**config.mk**
```make
export PLATFORM = sky130hd
export DESIGN_NAME = soc_periph_top
export DESIGN_NICKNAME = d
export VERILOG_FILES = /design/src/verilog/periph_pkg.sv /design/src/verilog/soc_periph_top.sv /design/src/verilog/qspi_tx_regs.sv /design/src/verilog/uart_tx_regs.sv /design/src/verilog/periph_bus_decoder.sv
export VERILOG_INCLUDE_DIRS = /design/src /design/src/include
export SDC_FILE = /design/constraint.sdc
export NUM_CORES = 1
export LEC_CHECK = 0
export BUFFER_PORTS_ARGS = -buffer_cell sky130_fd_sc_hd__buf_2
export CORE_ASPECT_RATIO = 2
export CORE_UTILIZATION = 56
export CTS_CLUSTER_DIAMETER = 100
export CTS_CLUSTER_SIZE = 16
export DETAILED_ROUTE_END_ITERATION = 7
export MAX_ROUTING_LAYER = met4
export PLACE_DENSITY = 0.8
export SETUP_SLACK_MARGIN = 0.1
export SLEW_MARGIN = 20
export SYNTH_ARGS = -nofsm -noshare
export SYNTH_HDL_FRONTEND = slang
export SYNTH_SLANG_ARGS = --single-unit
```
**constraint.sdc**
```tcl
create_clock -name clk_i -period 5.7 [get_ports clk_i]
set_clock_uncertainty 0.15 [all_clocks]
set_input_delay 1.14 -clock clk_i [delete_from_list [all_inputs] [get_ports clk_i]]
set_output_delay 1.14 -clock clk_i [all_outputs]
set_load 0.02 [all_outputs]
```
**src/include/periph_config.svh**
```systemverilog
`ifndef PERIPH_CONFIG_SVH
`define PERIPH_CONFIG_SVH

// Window field in the bus address
`define PERIPH_WIN_LSB      16
`define UART_WIN            4'd1
`define QSPI_WIN            4'd2

// Register offsets, same layout in every window
`define REG_TXDATA          4'h0
`define REG_STATUS          4'h4
`define REG_CLKDIV          4'h8

// AXI response codes
`define RESP_OKAY           2'b00
`define RESP_SLVERR         2'b10

// Divider values after reset
`define UART_CLKDIV_RST     16'd16
`define QSPI_CLKDIV_RST     16'd2

`endif
```
**src/verilog/periph_pkg.sv**
```systemverilog
package periph_pkg;

    //////////////////////////////////////////////////////////////////////
    // Bus vectors
    //////////////////////////////////////////////////////////////////////
    typedef logic [19:0] axil_addr_t;
    typedef logic [31:0] axil_data_t;
    typedef logic [1:0]  axil_resp_t;

    // Address bits 3..0 and 19..16
    typedef logic [3:0]  reg_off_t;
    typedef logic [3:0]  win_t;

    //////////////////////////////////////////////////////////////////////
    // Peripheral vectors
    //////////////////////////////////////////////////////////////////////
    typedef logic [7:0]  uart_byte_t;
    typedef logic [3:0]  qspi_nibble_t;
    typedef logic [15:0] clkdiv_t;

    //////////////////////////////////////////////////////////////////////
    // FSM encodings
    //////////////////////////////////////////////////////////////////////
    typedef enum logic [1:0] {BUS_IDLE, BUS_WRESP, BUS_RRESP} bus_state_e;

    typedef enum logic [1:0] {UART_IDLE, UART_START, UART_DATA, UART_STOP} uart_state_e;

    typedef enum logic [1:0] {QSPI_IDLE, QSPI_SHIFT, QSPI_DONE} qspi_state_e;

endpackage

```
**src/verilog/soc_periph_top.sv**
```systemverilog
module soc_periph_top
    import periph_pkg::*;
(
    input  logic         clk_i,
    input  logic         arst_n_i,

    // AXI4-Lite slave port
    input  axil_addr_t   awaddr_i,
    input  logic         awvalid_i,
    output logic         awready_o,
    input  axil_data_t   wdata_i,
    input  logic [3:0]   wstrb_i,
    input  logic         wvalid_i,
    output logic         wready_o,
    output axil_resp_t   bresp_o,
    output logic         bvalid_o,
    input  logic         bready_i,
    input  axil_addr_t   araddr_i,
    input  logic         arvalid_i,
    output logic         arready_o,
    output axil_data_t   rdata_o,
    output axil_resp_t   rresp_o,
    output logic         rvalid_o,
    input  logic         rready_i,

    // Peripheral pins
    output logic         uart_tx_o,
    output logic         qspi_sclk_o,
    output logic         qspi_cs_n_o,
    output qspi_nibble_t qspi_data_o,
    output qspi_nibble_t qspi_data_oen_o
);

    reg_off_t   reg_off;
    axil_data_t reg_wdata;
    logic       uart_wr;
    logic       qspi_wr;
    axil_data_t uart_rdata;
    axil_data_t qspi_rdata;

    periph_bus_decoder bus_decoder_i (
        .clk_i          ( clk_i         ),
        .arst_n_i       ( arst_n_i      ),
        .awaddr_i       ( awaddr_i      ),
        .awvalid_i      ( awvalid_i     ),
        .awready_o      ( awready_o     ),
        .wdata_i        ( wdata_i       ),
        .wstrb_i        ( wstrb_i       ),
        .wvalid_i       ( wvalid_i      ),
        .wready_o       ( wready_o      ),
        .bresp_o        ( bresp_o       ),
        .bvalid_o       ( bvalid_o      ),
        .bready_i       ( bready_i      ),
        .araddr_i       ( araddr_i      ),
        .arvalid_i      ( arvalid_i     ),
        .arready_o      ( arready_o     ),
        .rdata_o        ( rdata_o       ),
        .rresp_o        ( rresp_o       ),
        .rvalid_o       ( rvalid_o      ),
        .rready_i       ( rready_i      ),
        .reg_off_o      ( reg_off       ),
        .wdata_o        ( reg_wdata     ),
        .uart_wr_o      ( uart_wr       ),
        .qspi_wr_o      ( qspi_wr       ),
        .uart_rdata_i   ( uart_rdata    ),
        .qspi_rdata_i   ( qspi_rdata    )
    );

    // Window 1
    uart_tx_regs uart_i (
        .clk_i          ( clk_i         ),
        .arst_n_i       ( arst_n_i      ),
        .wr_i           ( uart_wr       ),
        .reg_off_i      ( reg_off       ),
        .wdata_i        ( reg_wdata     ),
        .rdata_o        ( uart_rdata    ),
        .uart_tx_o      ( uart_tx_o     )
    );

    // Window 2
    qspi_tx_regs qspi_i (
        .clk_i           ( clk_i           ),
        .arst_n_i        ( arst_n_i        ),
        .wr_i            ( qspi_wr         ),
        .reg_off_i       ( reg_off         ),
        .wdata_i         ( reg_wdata       ),
        .rdata_o         ( qspi_rdata      ),
        .qspi_sclk_o     ( qspi_sclk_o     ),
        .qspi_cs_n_o     ( qspi_cs_n_o     ),
        .qspi_data_o     ( qspi_data_o     ),
        .qspi_data_oen_o ( qspi_data_oen_o )
    );

endmodule

```
**src/verilog/qspi_tx_regs.sv**
```systemverilog
`include "periph_config.svh"

module qspi_tx_regs
    import periph_pkg::*;
(
    input  logic         clk_i,
    input  logic         arst_n_i,

    // Register access from the bus decoder
    input  logic         wr_i,
    input  reg_off_t     reg_off_i,
    input  axil_data_t   wdata_i,
    output axil_data_t   rdata_o,

    // Quad SPI pins, transmit only
    output logic         qspi_sclk_o,
    output logic         qspi_cs_n_o,
    output qspi_nibble_t qspi_data_o,
    output qspi_nibble_t qspi_data_oen_o
);

    qspi_state_e state_q;
    clkdiv_t     clkdiv_q;
    clkdiv_t     div_eff;
    clkdiv_t     half_cnt_q;
    logic [2:0]  nib_cnt_q;
    axil_data_t  word_q;
    logic        sclk_q;
    logic        busy;
    logic        half_end;
    logic        xfer_start;

    assign busy       = (state_q != QSPI_IDLE);
    assign xfer_start = wr_i && (reg_off_i == `REG_TXDATA) && !busy;

    // Divider of zero behaves as one
    assign div_eff  = (clkdiv_q == '0) ? clkdiv_t'(1) : clkdiv_q;
    assign half_end = (half_cnt_q >= div_eff - clkdiv_t'(1));

    //////////////////////////////////////////////////////////////////////
    // Registers
    //////////////////////////////////////////////////////////////////////
    always_ff @(posedge clk_i or negedge arst_n_i) begin
        if (!arst_n_i) begin
            clkdiv_q <= `QSPI_CLKDIV_RST;
        end else if (wr_i && (reg_off_i == `REG_CLKDIV)) begin
            clkdiv_q <= wdata_i[$bits(clkdiv_t)-1:0];
        end
    end

    always_comb begin
        case (reg_off_i)
            `REG_STATUS: rdata_o = {{($bits(axil_data_t)-1){1'b0}}, busy};
            `REG_CLKDIV: rdata_o = {{($bits(axil_data_t)-$bits(clkdiv_t)){1'b0}}, clkdiv_q};
            default:     rdata_o = '0;
        endcase
    end

    //////////////////////////////////////////////////////////////////////
    // Nibble shifter and sclk generation
    //////////////////////////////////////////////////////////////////////
    always_ff @(posedge clk_i or negedge arst_n_i) begin
        if (!arst_n_i) begin
            state_q    <= QSPI_IDLE;
            half_cnt_q <= '0;
            nib_cnt_q  <= '0;
            sclk_q     <= 1'b1;
        end else begin
            if (state_q == QSPI_IDLE || half_end) begin
                half_cnt_q <= '0;
            end else begin
                half_cnt_q <= half_cnt_q + clkdiv_t'(1);
            end

            case (state_q)
                QSPI_IDLE: begin
                    // First nibble is driven with sclk low
                    if (xfer_start) begin
                        state_q   <= QSPI_SHIFT;
                        sclk_q    <= 1'b0;
                        nib_cnt_q <= '0;
                    end
                end
                QSPI_SHIFT: begin
                    if (half_end) begin
                        if (!sclk_q) begin
                            sclk_q <= 1'b1;
                            if (nib_cnt_q == 3'd7) begin
                                state_q <= QSPI_DONE;
                            end else begin
                                nib_cnt_q <= nib_cnt_q + 3'd1;
                            end
                        end else begin
                            sclk_q <= 1'b0;
                        end
                    end
                end
                QSPI_DONE: begin
                    // Hold cs_n low for one more half period after the last edge
                    if (half_end) begin
                        state_q <= QSPI_IDLE;
                    end
                end
                default: state_q <= QSPI_IDLE;
            endcase
        end
    end

    // Next nibble moves up on the falling sclk edge
    always_ff @(posedge clk_i) begin
        if (xfer_start) begin
            word_q <= wdata_i;
        end else if (state_q == QSPI_SHIFT && half_end && sclk_q) begin
            word_q <= word_q << $bits(qspi_nibble_t);
        end
    end

    assign qspi_sclk_o     = sclk_q;
    assign qspi_cs_n_o     = !busy;
    assign qspi_data_oen_o = {$bits(qspi_nibble_t){!busy}};
    assign qspi_data_o     = busy ? word_q[$bits(axil_data_t)-1 -: $bits(qspi_nibble_t)]
                                  : '0;

endmodule

```
**src/verilog/uart_tx_regs.sv**
```systemverilog
`include "periph_config.svh"

module uart_tx_regs
    import periph_pkg::*;
(
    input  logic        clk_i,
    input  logic        arst_n_i,

    // Register access from the bus decoder
    input  logic        wr_i,
    input  reg_off_t    reg_off_i,
    input  axil_data_t  wdata_i,
    output axil_data_t  rdata_o,

    // Serial line
    output logic        uart_tx_o
);

    uart_state_e state_q;
    clkdiv_t     clkdiv_q;
    clkdiv_t     div_eff;
    clkdiv_t     bit_cnt_q;
    logic [2:0]  bit_idx_q;
    uart_byte_t  shift_q;
    logic        busy;
    logic        bit_end;
    logic        tx_start;

    assign busy     = (state_q != UART_IDLE);
    assign tx_start = wr_i && (reg_off_i == `REG_TXDATA) && !busy;

    // Divider of zero behaves as one
    assign div_eff = (clkdiv_q == '0) ? clkdiv_t'(1) : clkdiv_q;
    assign bit_end = (bit_cnt_q >= div_eff - clkdiv_t'(1));

    //////////////////////////////////////////////////////////////////////
    // Registers
    //////////////////////////////////////////////////////////////////////
    always_ff @(posedge clk_i or negedge arst_n_i) begin
        if (!arst_n_i) begin
            clkdiv_q <= `UART_CLKDIV_RST;
        end else if (wr_i && (reg_off_i == `REG_CLKDIV)) begin
            clkdiv_q <= wdata_i[$bits(clkdiv_t)-1:0];
        end
    end

    always_comb begin
        case (reg_off_i)
            `REG_STATUS: rdata_o = {{($bits(axil_data_t)-1){1'b0}}, busy};
            `REG_CLKDIV: rdata_o = {{($bits(axil_data_t)-$bits(clkdiv_t)){1'b0}}, clkdiv_q};
            default:     rdata_o = '0;
        endcase
    end

    //////////////////////////////////////////////////////////////////////
    // 8N1 serializer
    //////////////////////////////////////////////////////////////////////
    always_ff @(posedge clk_i or negedge arst_n_i) begin
        if (!arst_n_i) begin
            state_q   <= UART_IDLE;
            bit_cnt_q <= '0;
            bit_idx_q <= '0;
        end else begin
            // Bit timer runs only while a frame is on the line
            if (state_q == UART_IDLE || bit_end) begin
                bit_cnt_q <= '0;
            end else begin
                bit_cnt_q <= bit_cnt_q + clkdiv_t'(1);
            end

            case (state_q)
                UART_IDLE: begin
                    if (tx_start) begin
                        state_q <= UART_START;
                    end
                end
                UART_START: begin
                    if (bit_end) begin
                        state_q   <= UART_DATA;
                        bit_idx_q <= '0;
                    end
                end
                UART_DATA: begin
                    if (bit_end) begin
                        bit_idx_q <= bit_idx_q + 3'd1;
                        if (bit_idx_q == 3'd7) begin
                            state_q <= UART_STOP;
                        end
                    end
                end
                UART_STOP: begin
                    if (bit_end) begin
                        state_q <= UART_IDLE;
                    end
                end
                default: state_q <= UART_IDLE;
            endcase
        end
    end

    // LSB goes out first
    always_ff @(posedge clk_i) begin
        if (tx_start) begin
            shift_q <= wdata_i[$bits(uart_byte_t)-1:0];
        end else if (state_q == UART_DATA && bit_end) begin
            shift_q <= shift_q >> 1;
        end
    end

    always_comb begin
        case (state_q)
            UART_START: uart_tx_o = 1'b0;
            UART_DATA:  uart_tx_o = shift_q[0];
            default:    uart_tx_o = 1'b1;
        endcase
    end

endmodule

```
**src/verilog/periph_bus_decoder.sv**
```systemverilog
`include "periph_config.svh"

module periph_bus_decoder
    import periph_pkg::*;
(
    input  logic        clk_i,
    input  logic        arst_n_i,

    // AXI4-Lite write channels
    input  axil_addr_t  awaddr_i,
    input  logic        awvalid_i,
    output logic        awready_o,
    input  axil_data_t  wdata_i,
    input  logic [3:0]  wstrb_i,
    input  logic        wvalid_i,
    output logic        wready_o,
    output axil_resp_t  bresp_o,
    output logic        bvalid_o,
    input  logic        bready_i,

    // AXI4-Lite read channels
    input  axil_addr_t  araddr_i,
    input  logic        arvalid_i,
    output logic        arready_o,
    output axil_data_t  rdata_o,
    output axil_resp_t  rresp_o,
    output logic        rvalid_o,
    input  logic        rready_i,

    // Register side, shared by both peripherals
    output reg_off_t    reg_off_o,
    output axil_data_t  wdata_o,
    output logic        uart_wr_o,
    output logic        qspi_wr_o,
    input  axil_data_t  uart_rdata_i,
    input  axil_data_t  qspi_rdata_i
);

    bus_state_e state_q;
    bus_state_e state_d;
    logic       wr_go;
    logic       rd_go;
    win_t       aw_win;
    win_t       ar_win;
    logic       aw_mapped;
    logic       ar_mapped;
    axil_data_t rd_word;
    axil_resp_t resp_q;
    axil_data_t rdata_q;

    //////////////////////////////////////////////////////////////////////
    // Accept and decode
    //////////////////////////////////////////////////////////////////////

    // Write wins when both arrive in the same cycle
    assign wr_go = (state_q == BUS_IDLE) && awvalid_i && wvalid_i;
    assign rd_go = (state_q == BUS_IDLE) && arvalid_i && !wr_go;

    assign awready_o = wr_go;
    assign wready_o  = wr_go;
    assign arready_o = rd_go;

    assign aw_win = awaddr_i[`PERIPH_WIN_LSB +: $bits(win_t)];
    assign ar_win = araddr_i[`PERIPH_WIN_LSB +: $bits(win_t)];

    assign aw_mapped = (aw_win == `UART_WIN) || (aw_win == `QSPI_WIN);
    assign ar_mapped = (ar_win == `UART_WIN) || (ar_win == `QSPI_WIN);

    // Offset follows whichever address is being taken this cycle
    assign reg_off_o = wr_go ? awaddr_i[$bits(reg_off_t)-1:0]
                             : araddr_i[$bits(reg_off_t)-1:0];
    assign wdata_o   = wdata_i;

    assign uart_wr_o = wr_go && (aw_win == `UART_WIN);
    assign qspi_wr_o = wr_go && (aw_win == `QSPI_WIN);

    // Read data of the addressed window, zero elsewhere
    always_comb begin
        case (ar_win)
            `UART_WIN: rd_word = uart_rdata_i;
            `QSPI_WIN: rd_word = qspi_rdata_i;
            default:   rd_word = '0;
        endcase
    end

    //////////////////////////////////////////////////////////////////////
    // Response FSM
    //////////////////////////////////////////////////////////////////////
    always_comb begin
        state_d = state_q;
        case (state_q)
            BUS_IDLE: begin
                if (wr_go) begin
                    state_d = BUS_WRESP;
                end else if (rd_go) begin
                    state_d = BUS_RRESP;
                end
            end
            BUS_WRESP: begin
                if (bready_i) begin
                    state_d = BUS_IDLE;
                end
            end
            BUS_RRESP: begin
                if (rready_i) begin
                    state_d = BUS_IDLE;
                end
            end
            default: state_d = BUS_IDLE;
        endcase
    end

    always_ff @(posedge clk_i or negedge arst_n_i) begin
        if (!arst_n_i) begin
            state_q <= BUS_IDLE;
        end else begin
            state_q <= state_d;
        end
    end

    // One response register serves both channels, only one is ever open
    always_ff @(posedge clk_i) begin
        if (wr_go) begin
            resp_q <= aw_mapped ? `RESP_OKAY : `RESP_SLVERR;
        end else if (rd_go) begin
            resp_q  <= ar_mapped ? `RESP_OKAY : `RESP_SLVERR;
            rdata_q <= rd_word;
        end
    end

    assign bvalid_o = (state_q == BUS_WRESP);
    assign bresp_o  = resp_q;
    assign rvalid_o = (state_q == BUS_RRESP);
    assign rresp_o  = resp_q;
    assign rdata_o  = rdata_q;

endmodule

```
==> summary.md, run 1 <==
| Metric | Value |
|---|---|
| Die W | `approximately 83 µm` |
| Root Driver | `clkbuf_16` |
| Clk sinks | `approximately 130` |
| Nets | `roughly 930` |
| Dpl ws | `738 ps` |
| Hold Path Origin | `qspi_i.word_q[22]` |
| Antenna violations before repair | `0` |
| Tot GR Track Use | `28.0%` |
| RR Startpoint | `qspi_i.clkdiv_q[4]` |
| Worst r2r dst | `qspi_i.word_q[2]` |
| Clk_lat worst skew | `420 ps` |
| Achievable Freq | `200 MHz` |
| Slew margin rel. | `a little under two fifths` |
| Global-route wire length before repair | `around 28 mm` |
| Layout cells sized above 1 | `between 15 and 20%` |
| Input/output buffers | `88` |
| Register area share after synthesis | `about half` |
| DR vias/cell | `a little under 6` |
| Async SR Flop Fraction | `57.5%` |
| Reg2Reg Setup Slack | `710 ps` |
| Placed cell area | `0.00790 mm²` |
| FF/Latch Area | `0.00364 mm²` |
| Die Area | `0.0137 mm²` |
| WL per Instance | `18.6 µm` |
| YS warnings | `0` |
| Initial DRC Count | `between 300 and 400` |
| Violated checks | `design-rule violations` |
| Worst-path fanout max | `32` |
| Worst-Margin Slew | `approximately 950 ps` |
| WP buf/inv | `1` |
| CTS tree | `built` |
| Slowest-stage cell, CP | `or4_1` |
| Multi-input logic area | `about 0.0035 mm²` |
| Leakage | `between 3 and 4 nW` |
| Die Y | `165 µm` |
| Startpoint Class | `flip-flop` |
| Pwr Density | `325 mW/mm²` |
| # resized after CTS | `0` |
| EDFF count, synth | `57` |
| Post-detail-place hpwl | `roughly 13 mm` |
| Crit share post-route | `between 80% and 90%` |
| Final hold vios | `0` |
| Number of diodes | `0` |
| Count of cell types in the netlist | `a little under 60` |
| Power Total | `~0.0028 W` |
| Largest net degree at the start of global routing | `42` |
| CTS clk-pin slew, worst paths | `approximately 60 ps` |
| Unrepaired setup endpoints after global routing | `false` |
| Post-Syn Area | `around 0.0074 mm²` |
| Core area | `0.0129 mm²` |
| IO Pins | `~140` |
| Post-synth top flop | `dfrtp_1` |
| CP Class | `reg -> reg` |
| Number of post-CTS setup repair buffers | `0` |
| FF-to-FF path depth | `16` |
| Hold depth | `2` |
| First-pass DRT Iterations | `6` |
| Critical path, cell by cell | `or4_1 -> or3_1 -> nor4_2 -> a31oi_1 -> ha_1 -> nand2_1 -> nor3_1 -> xnor2_1 -> ha_1 -> nand2_1 -> nor3_1 -> a21oi_1 -> o21ai_1 -> and2_0 -> a21o_1 -> buf_4` |
| Gr ovfl total | `0` |
| Cells after Synth | `slightly above 700` |
| Worst Hold Class | `reg -> reg` |
| Status | `complete, but fails checks` |
| FP Rows | `59` |
| Cell family contributing the most delay on the critical path | `simple AND/OR/NAND/NOR gates` |
| Endpoint class of the critical path | `flip-flop` |
| Antenna Nets Post-Route | `0` |
| Final instance area | `about 0.0085 mm²` |
| Final setup viols | `0` |
| CP Data Required Time | `about 5600 ps` |
| Drc violations | `2` |
| Routed wire length | `between 15 and 20 mm` |
| Syn avg cell area | `10.3 µm²` |
| H-tree depth | `4` |
| Crit-path max cell delay | `between 600 and 700 ps` |
| Initial Util | `between 50% and 60%` |
| Post-CTS Hold Buffers | `0` |
| Fill cells | `between 900 and 1000` |
| Slack of the critical path | `about 700 ps` |
| Number of global-route vias before repair | `roughly 5900` |
| Routability congestion estimate from global placement | `a little over 0.9` |
| Hold EP | `qspi_i.word_q[26]` |
| Final slew viol count | `0` |
| Min Tclk post-route | `~5000 ps` |
| Max-cap violations | `0` |
| Worst path arrival time | `4920 ps` |
| Clk buf depth | `2` |
| TNS Setup | `0 ps` |
| Post-synthesis register bit count | `between 100 and 150` |
| Routed via count | `between 5000 and 6000` |
| Num CTS Buffers | `17` |
| Maximum VDD drop | `around 0.24 mV` |
| Synth-to-Final Area Change | `14.5%` |
cells by family (layout without fill, tap and decap cells):
| group | Yosys count | in the layout | synth area share (%) |
|---|---|---|---|
| buffers and inverters | 63 | 147 | 4.63 |
| xor gates and xnor gates | 53 | 53 | 6.27 |
| and+or+nand+nor | 313 | 313 | 19.8 |
| DFF | 134 | 134 | 49.2 |
| muxes | 40 | 40 | 6.04 |
| other | 1 | 18 | 0.0507 |
| adders and majority gates | 44 | 44 | 7.44 |
| AOI/OAI and AO/OA | 70 | 70 | 6.56 |
cell usage in the layout (no fill, tap or decap), types with 15 or more instances in the layout:
master and count:
a22oi_1 16, buf_2 88, clkbuf_16 17, conb_1 18, dfrtp_1 74, edfxtp_1 57, ha_1 44, inv_1 18
mux2_1 31, nand2_1 129, nand3_1 17, nor2_1 77, nor3_1 15, xnor2_1 31, xor2_1 22
worst max-delay path by stage:
stage	depth (start not counted)	end	slack (ps)	start
6_report	16	qspi_i.word_q[2]	710	qspi_i.clkdiv_q[4]
5_1_grt	16	qspi_i.word_q[20]	410	qspi_i.clkdiv_q[4]
4_1_cts	16	qspi_i.word_q[8]	700	qspi_i.clkdiv_q[4]
3_5_place_dp	16	qspi_i.word_q[12]	740	qspi_i.clkdiv_q[4]
3_3_place_gp	16	qspi_i.word_q[30]	860	qspi_i.clkdiv_q[4]
2_1_floorplan	15	qspi_i.word_q[0]	1010	qspi_i.clkdiv_q[4]
layer usage:
metal  GRT usage, %  part of all wire, %
met3           4.80                  3.6
met1           25.8                   33
met5              -                    0
met2           50.7                   55
met4           22.1                  7.6
state kept, by name, summed over array words and instances, names as in the netlist, 8 cells and up:
register,count
uart_i.clkdiv_q,16
uart_i.bit_cnt_q,16
qspi_i.clkdiv_q,16
qspi_i.word_q,32
qspi_i.half_cnt_q,16
bus_decoder_i.rdata_o,16
uart_i.shift_q,8
report_power, final:
group / internal, W / total (W) / switching, W
Sequential: 0.00108 / 0.00113 / 0.0000528
Clock: 0.000651 / 0.00106 / 0.000409
Combinational: 0.000200 / 0.000568 / 0.000367
Total: 0.00193 / 0.00276 / 0.000829
cells in the mapped netlist (all sizes together) (3+ instances only):
cell | instances | area share (%)
nand2 | 129 | 6.5
and4 | 3 | 0.36
dfrtp | 74 | 25
nand2b | 7 | 0.59
xnor2 | 31 | 3.7
nand3 | 18 | 1.3
a21oi | 14 | 0.95
xor2 | 22 | 2.6
dfstp | 3 | 1.1
mux2i | 3 | 0.41
ha | 44 | 7.4
and2 | 8 | 0.68
o31ai | 4 | 0.41
o21ai | 12 | 0.81
or4 | 4 | 0.46
mux2 | 37 | 5.6
and3 | 7 | 0.59
a22oi | 16 | 1.6
buf | 33 | 3.1
o22ai | 3 | 0.25
nor4 | 8 | 0.76
nand4 | 11 | 0.93
inv | 18 | 0.91
nor3 | 16 | 1.2
edfxtp | 57 | 23
or3 | 4 | 0.41
nor4b | 4 | 0.47
nor2b | 9 | 0.76
or2 | 4 | 0.34
nor2 | 77 | 3.9
clkbuf | 12 | 0.61
a21o | 5 | 0.51
stage by stage:
stage	hold slack (ps)	utilization, %	instances
floorplan	333	-	735
global placement	337	61.2	939
detailed placement	345	61.2	939
CTS	356	65.6	971
global route	386	65.6	971
finish	358	65.6	971
worst register-to-register path: cells and delay by family (launching register included):
family	cells	cell delay, ps
simple gates	8	2040
compound gates	4	920
fa+ha+maj	2	550
flops	1	460
buf+inv	1	360
xor+xnor	1	150
final cells by class:
cell class,count,share of cell area (%)
multi-input cells,538,41.2
repair buffers,97,5.99
clock inverters,13,1.56
flip-flops and latches,134,43.0
inverters,18,0.797
well taps,152,2.24
clock buffers,19,5.23
Note: power is estimated with default switching activity, not from simulation.
==> inputs of run 2 (changes only) <==
--- a/config.mk
+++ b/config.mk
@@ -8,12 +8,14 @@
 export LEC_CHECK = 0
 export BUFFER_PORTS_ARGS = -buffer_cell sky130_fd_sc_hd__buf_2
 export CORE_ASPECT_RATIO = 2
-export CORE_UTILIZATION = 56
+export CORE_MARGIN = 2
+export CORE_UTILIZATION = 51
 export CTS_CLUSTER_DIAMETER = 100
 export CTS_CLUSTER_SIZE = 16
 export DETAILED_ROUTE_END_ITERATION = 7
+export HOLD_SLACK_MARGIN = 0.12
 export MAX_ROUTING_LAYER = met4
-export PLACE_DENSITY = 0.8
+export PLACE_DENSITY = 0.77
 export SETUP_SLACK_MARGIN = 0.1
 export SLEW_MARGIN = 20
 export SYNTH_ARGS = -nofsm -noshare
==> constraint.sdc (replaced) <==
create_clock -name clk_i -period 4.1 [get_ports clk_i]
set_clock_uncertainty 0.15 [all_clocks]
set_input_delay 0.82 -clock clk_i [delete_from_list [all_inputs] [get_ports clk_i]]
set_output_delay 0.82 -clock clk_i [all_outputs]
set_load 0.02 [all_outputs]
==> run 2 against run 1 <==
Effect of this change: the flow finishes with violations (negative setup slack); critical path depth did not move; fmax rose by 18%; global-route usage down 2.1 points; combinational power rose by 83%; die area grew 13%; total power grew 56%.
==> summary.md, run 2 (synthesized netlist as in run 1, its figures left out) <==
| Metric | Value |
|---|---|
| Status | `complete, but fails checks` |
| Violated checks | `negative setup slack` |
| Final hold vios | `0` |
| Crit-path max cell delay | `between 500 and 600 ps` |
| Final slew viol count | `0` |
| Synth-to-Final Area Change | `26.8%` |
| Placed cell area | `0.00827 mm²` |
| Drc violations | `0` |
| Worst-Margin Slew | `slightly below 600 ps` |
| Die Y | `between 150 and 200 µm` |
| Routability congestion estimate from global placement | `~0.92` |
| Worst path arrival time | `4250 ps` |
| Worst setup path start | `qspi_i.clkdiv_q[6]` |
| FF-to-FF path depth | `16` |
| Endpoint class of the critical path | `flip-flop` |
| Post-detail-place hpwl | `~13 mm` |
| Clk sinks | `134` |
| Tot GR Track Use | `between 20% and 30%` |
| Routed via count | `5904` |
| CP Data Required Time | `just over 4000 ps` |
| CTS clk-pin slew, worst paths | `roughly 60 ps` |
| Crit path to | `qspi_i.word_q[25]` |
| CTS tree | `built` |
| Max-cap violations | `0` |
| Most frequent cells in the layout | `122 x nand2_1, 87 x buf_2, 74 x dfrtp_1` |
| Post-CTS Hold Buffers | `0` |
| Slew margin rel. | `60.3%` |
| Flop pwr share | `a little over a third` |
| Startpoint Class | `flip-flop` |
| Root Driver | `clkbuf_16` |
| DR vias/cell | `about 5.5` |
| Int Power | `0.00303 W` |
| Power Total | `around 0.0043 W` |
| Slack of the critical path | `-118 ps` |
| Crit share post-route | `103%` |
| CP Class | `reg -> reg` |
| Fill cells | `between 1000 and 1500` |
| Nets | `987` |
| Clk_lat worst skew | `about 420 ps` |
| H-tree depth | `4` |
| Reg2Reg Setup Slack | `-120 ps` |
| Critical path, cell by cell | `or4_4 -> or3_4 -> nor4_4 -> a31oi_2 -> ha_2 -> nand2_4 -> buf_6 -> nor2_1 -> xnor2_1 -> ha_1 -> a21oi_1 -> o21ai_0 -> a221oi_4 -> o21ai_4 -> and2_4 -> a21o_4` |
| RR Startpoint | `qspi_i.clkdiv_q[6]` |
| Antenna violations before repair | `0` |
| Switching pwr | `between 0.001 and 0.0015 W` |
| Number of global-route vias before repair | `between 6000 and 7000` |
| Worst-path fanout max | `8` |
| First-pass DRT Iterations | `7` |
| Biggest register | `qspi_i.word_q` |
| Leakage | `4.26 nW` |
| Pwr Density | `457 mW/mm²` |
| Min Tclk post-route | `about 4200 ps` |
| Maximum VDD drop | `between 0.4 and 0.5 mV` |
| Num CTS Buffers | `17` |
| Input/output buffers | `between 80 and 90` |
| Layout cells sized above 1 | `around 29%` |
| Clock network power share | `between 30% and 40%` |
| Slowest-stage cell, CP | `or4_4` |
| Clk buf depth | `2` |
| Gr ovfl total | `0` |
| Most common cell after layout, fill and taps aside | `nand2_1` |
| Combinational power share | `around a quarter` |
| Worst Hold Class | `in -> async` |
| Core area | `around 0.014 mm²` |
| Die Area | `roughly 0.016 mm²` |
| Number of diodes | `0` |
| Worst r2r dst | `qspi_i.word_q[25]` |
| Antenna Nets Post-Route | `0` |
| WL per Instance | `17.7 µm` |
| IO Pins | `around 140` |
| Largest net degree at the start of global routing | `78` |
| Dpl ws | `-148 ps` |
| FP Rows | `62` |
| Final instance area | `0.00938 mm²` |
| Global-route wire length before repair | `slightly below 30 mm` |
| Sw Ratio | `29.5%` |
| Unrepaired setup endpoints after global routing | `true` |
| Final setup viols | `48` |
| Initial Util | `51.8%` |
| Die W | `slightly below 90 µm` |
| Routed wire length | `between 15 and 20 mm` |
| Max reg flops | `32` |
| Achievable Freq | `237 MHz` |
| Initial DRC Count | `approximately 380` |
run 2: changes by cell type in the layout (fill, tap and decap cells not counted), sizes merged:
cell / delta
or2: +1
bufinv: +3
buf: +50
a21o: +3
clkinv: -5
inv: +2
clkinvlp: +1
clkbuf: -1
run 2: power groups by stage:
stage                     clock network [W]  logic, W  registers, W
after floorplan                           0  0.000591       0.00159
after global placement                    0  0.000825       0.00158
after detailed placement                  0  0.000846       0.00159
after CTS                           0.00169  0.000923       0.00156
after global routing                0.00175   0.00115       0.00158
final                               0.00168   0.00104       0.00157
run 2: final cells by class:
class	instances	area, µm²	share of cell area, %
clock buffer	18	429	4.57
clock inverter	14	225	2.40
inverter	18	67.6	0.720
multi-input combinational	542	3840	41.0
sequential	134	3640	38.8
tap	192	240	2.56
timing repair buffer	147	932	9.94
run 2: worst min path at each step:
stage / startpoint / to / slack (ps) / cells past startpoint
2_1_floorplan: uart_i.bit_cnt_q[0] / uart_i.bit_cnt_q[0] / 330 / 1
3_3_place_gp: qspi_i.word_q[23] / qspi_i.word_q[27] / 340 / 2
3_5_place_dp: qspi_i.word_q[18] / qspi_i.word_q[22] / 340 / 2
4_1_cts: qspi_i.word_q[18] / qspi_i.word_q[22] / 350 / 2
5_1_grt: arst_n_i / uart_i.bit_idx_q[0] / 170 / 1
6_report: arst_n_i / uart_i.bit_idx_q[0] / 160 / 1
run 2: through the flow:
stage | TNS, ps | hold slack (ps) | instances | utilization (%)
6_report | -3820 | 157 | 1065 | 65.7
5_1_grt | -14000 | 174 | 1065 | 65.7
4_1_cts | -78.1 | 353 | 1057 | 64.1
3_5_place_dp | -5790 | 344 | 1012 | 57.9
3_3_place_gp | -5730 | 338 | 1012 | 57.9
2_1_floorplan | 0 | 328 | 735 | -
run 2: worst max-delay path: cells and delay by family (launching register included):
kind                       cells  cell delay (ps)
and+or+nand+nor                6             1570
AOI/OAI and AO/OA              6             1230
adders and majority gates      2              410
DFF                            1              390
xor gates and xnor gates       1              120
buffers and inverters          1              110
run 2: repair_timing:
action | in CTS | in global routing
pin swaps | 16 | 40
buffers inserted | 10 | 6
cloned | 3 | 1
resized for setup | 29 | 39
endpoints found under the setup margin | 80 | 83
run 2: per-layer routing:
layer | global-route usage (%) | routed length, µm | vias to the layer above
met5 | - | 0 | -
met1 | 25.7 | 6420 | 2897
met2 | 45.5 | 10600 | 165
met3 | 4.46 | 604 | 67
li1 | - | - | 2775
met4 | 14.8 | 1200 | 0
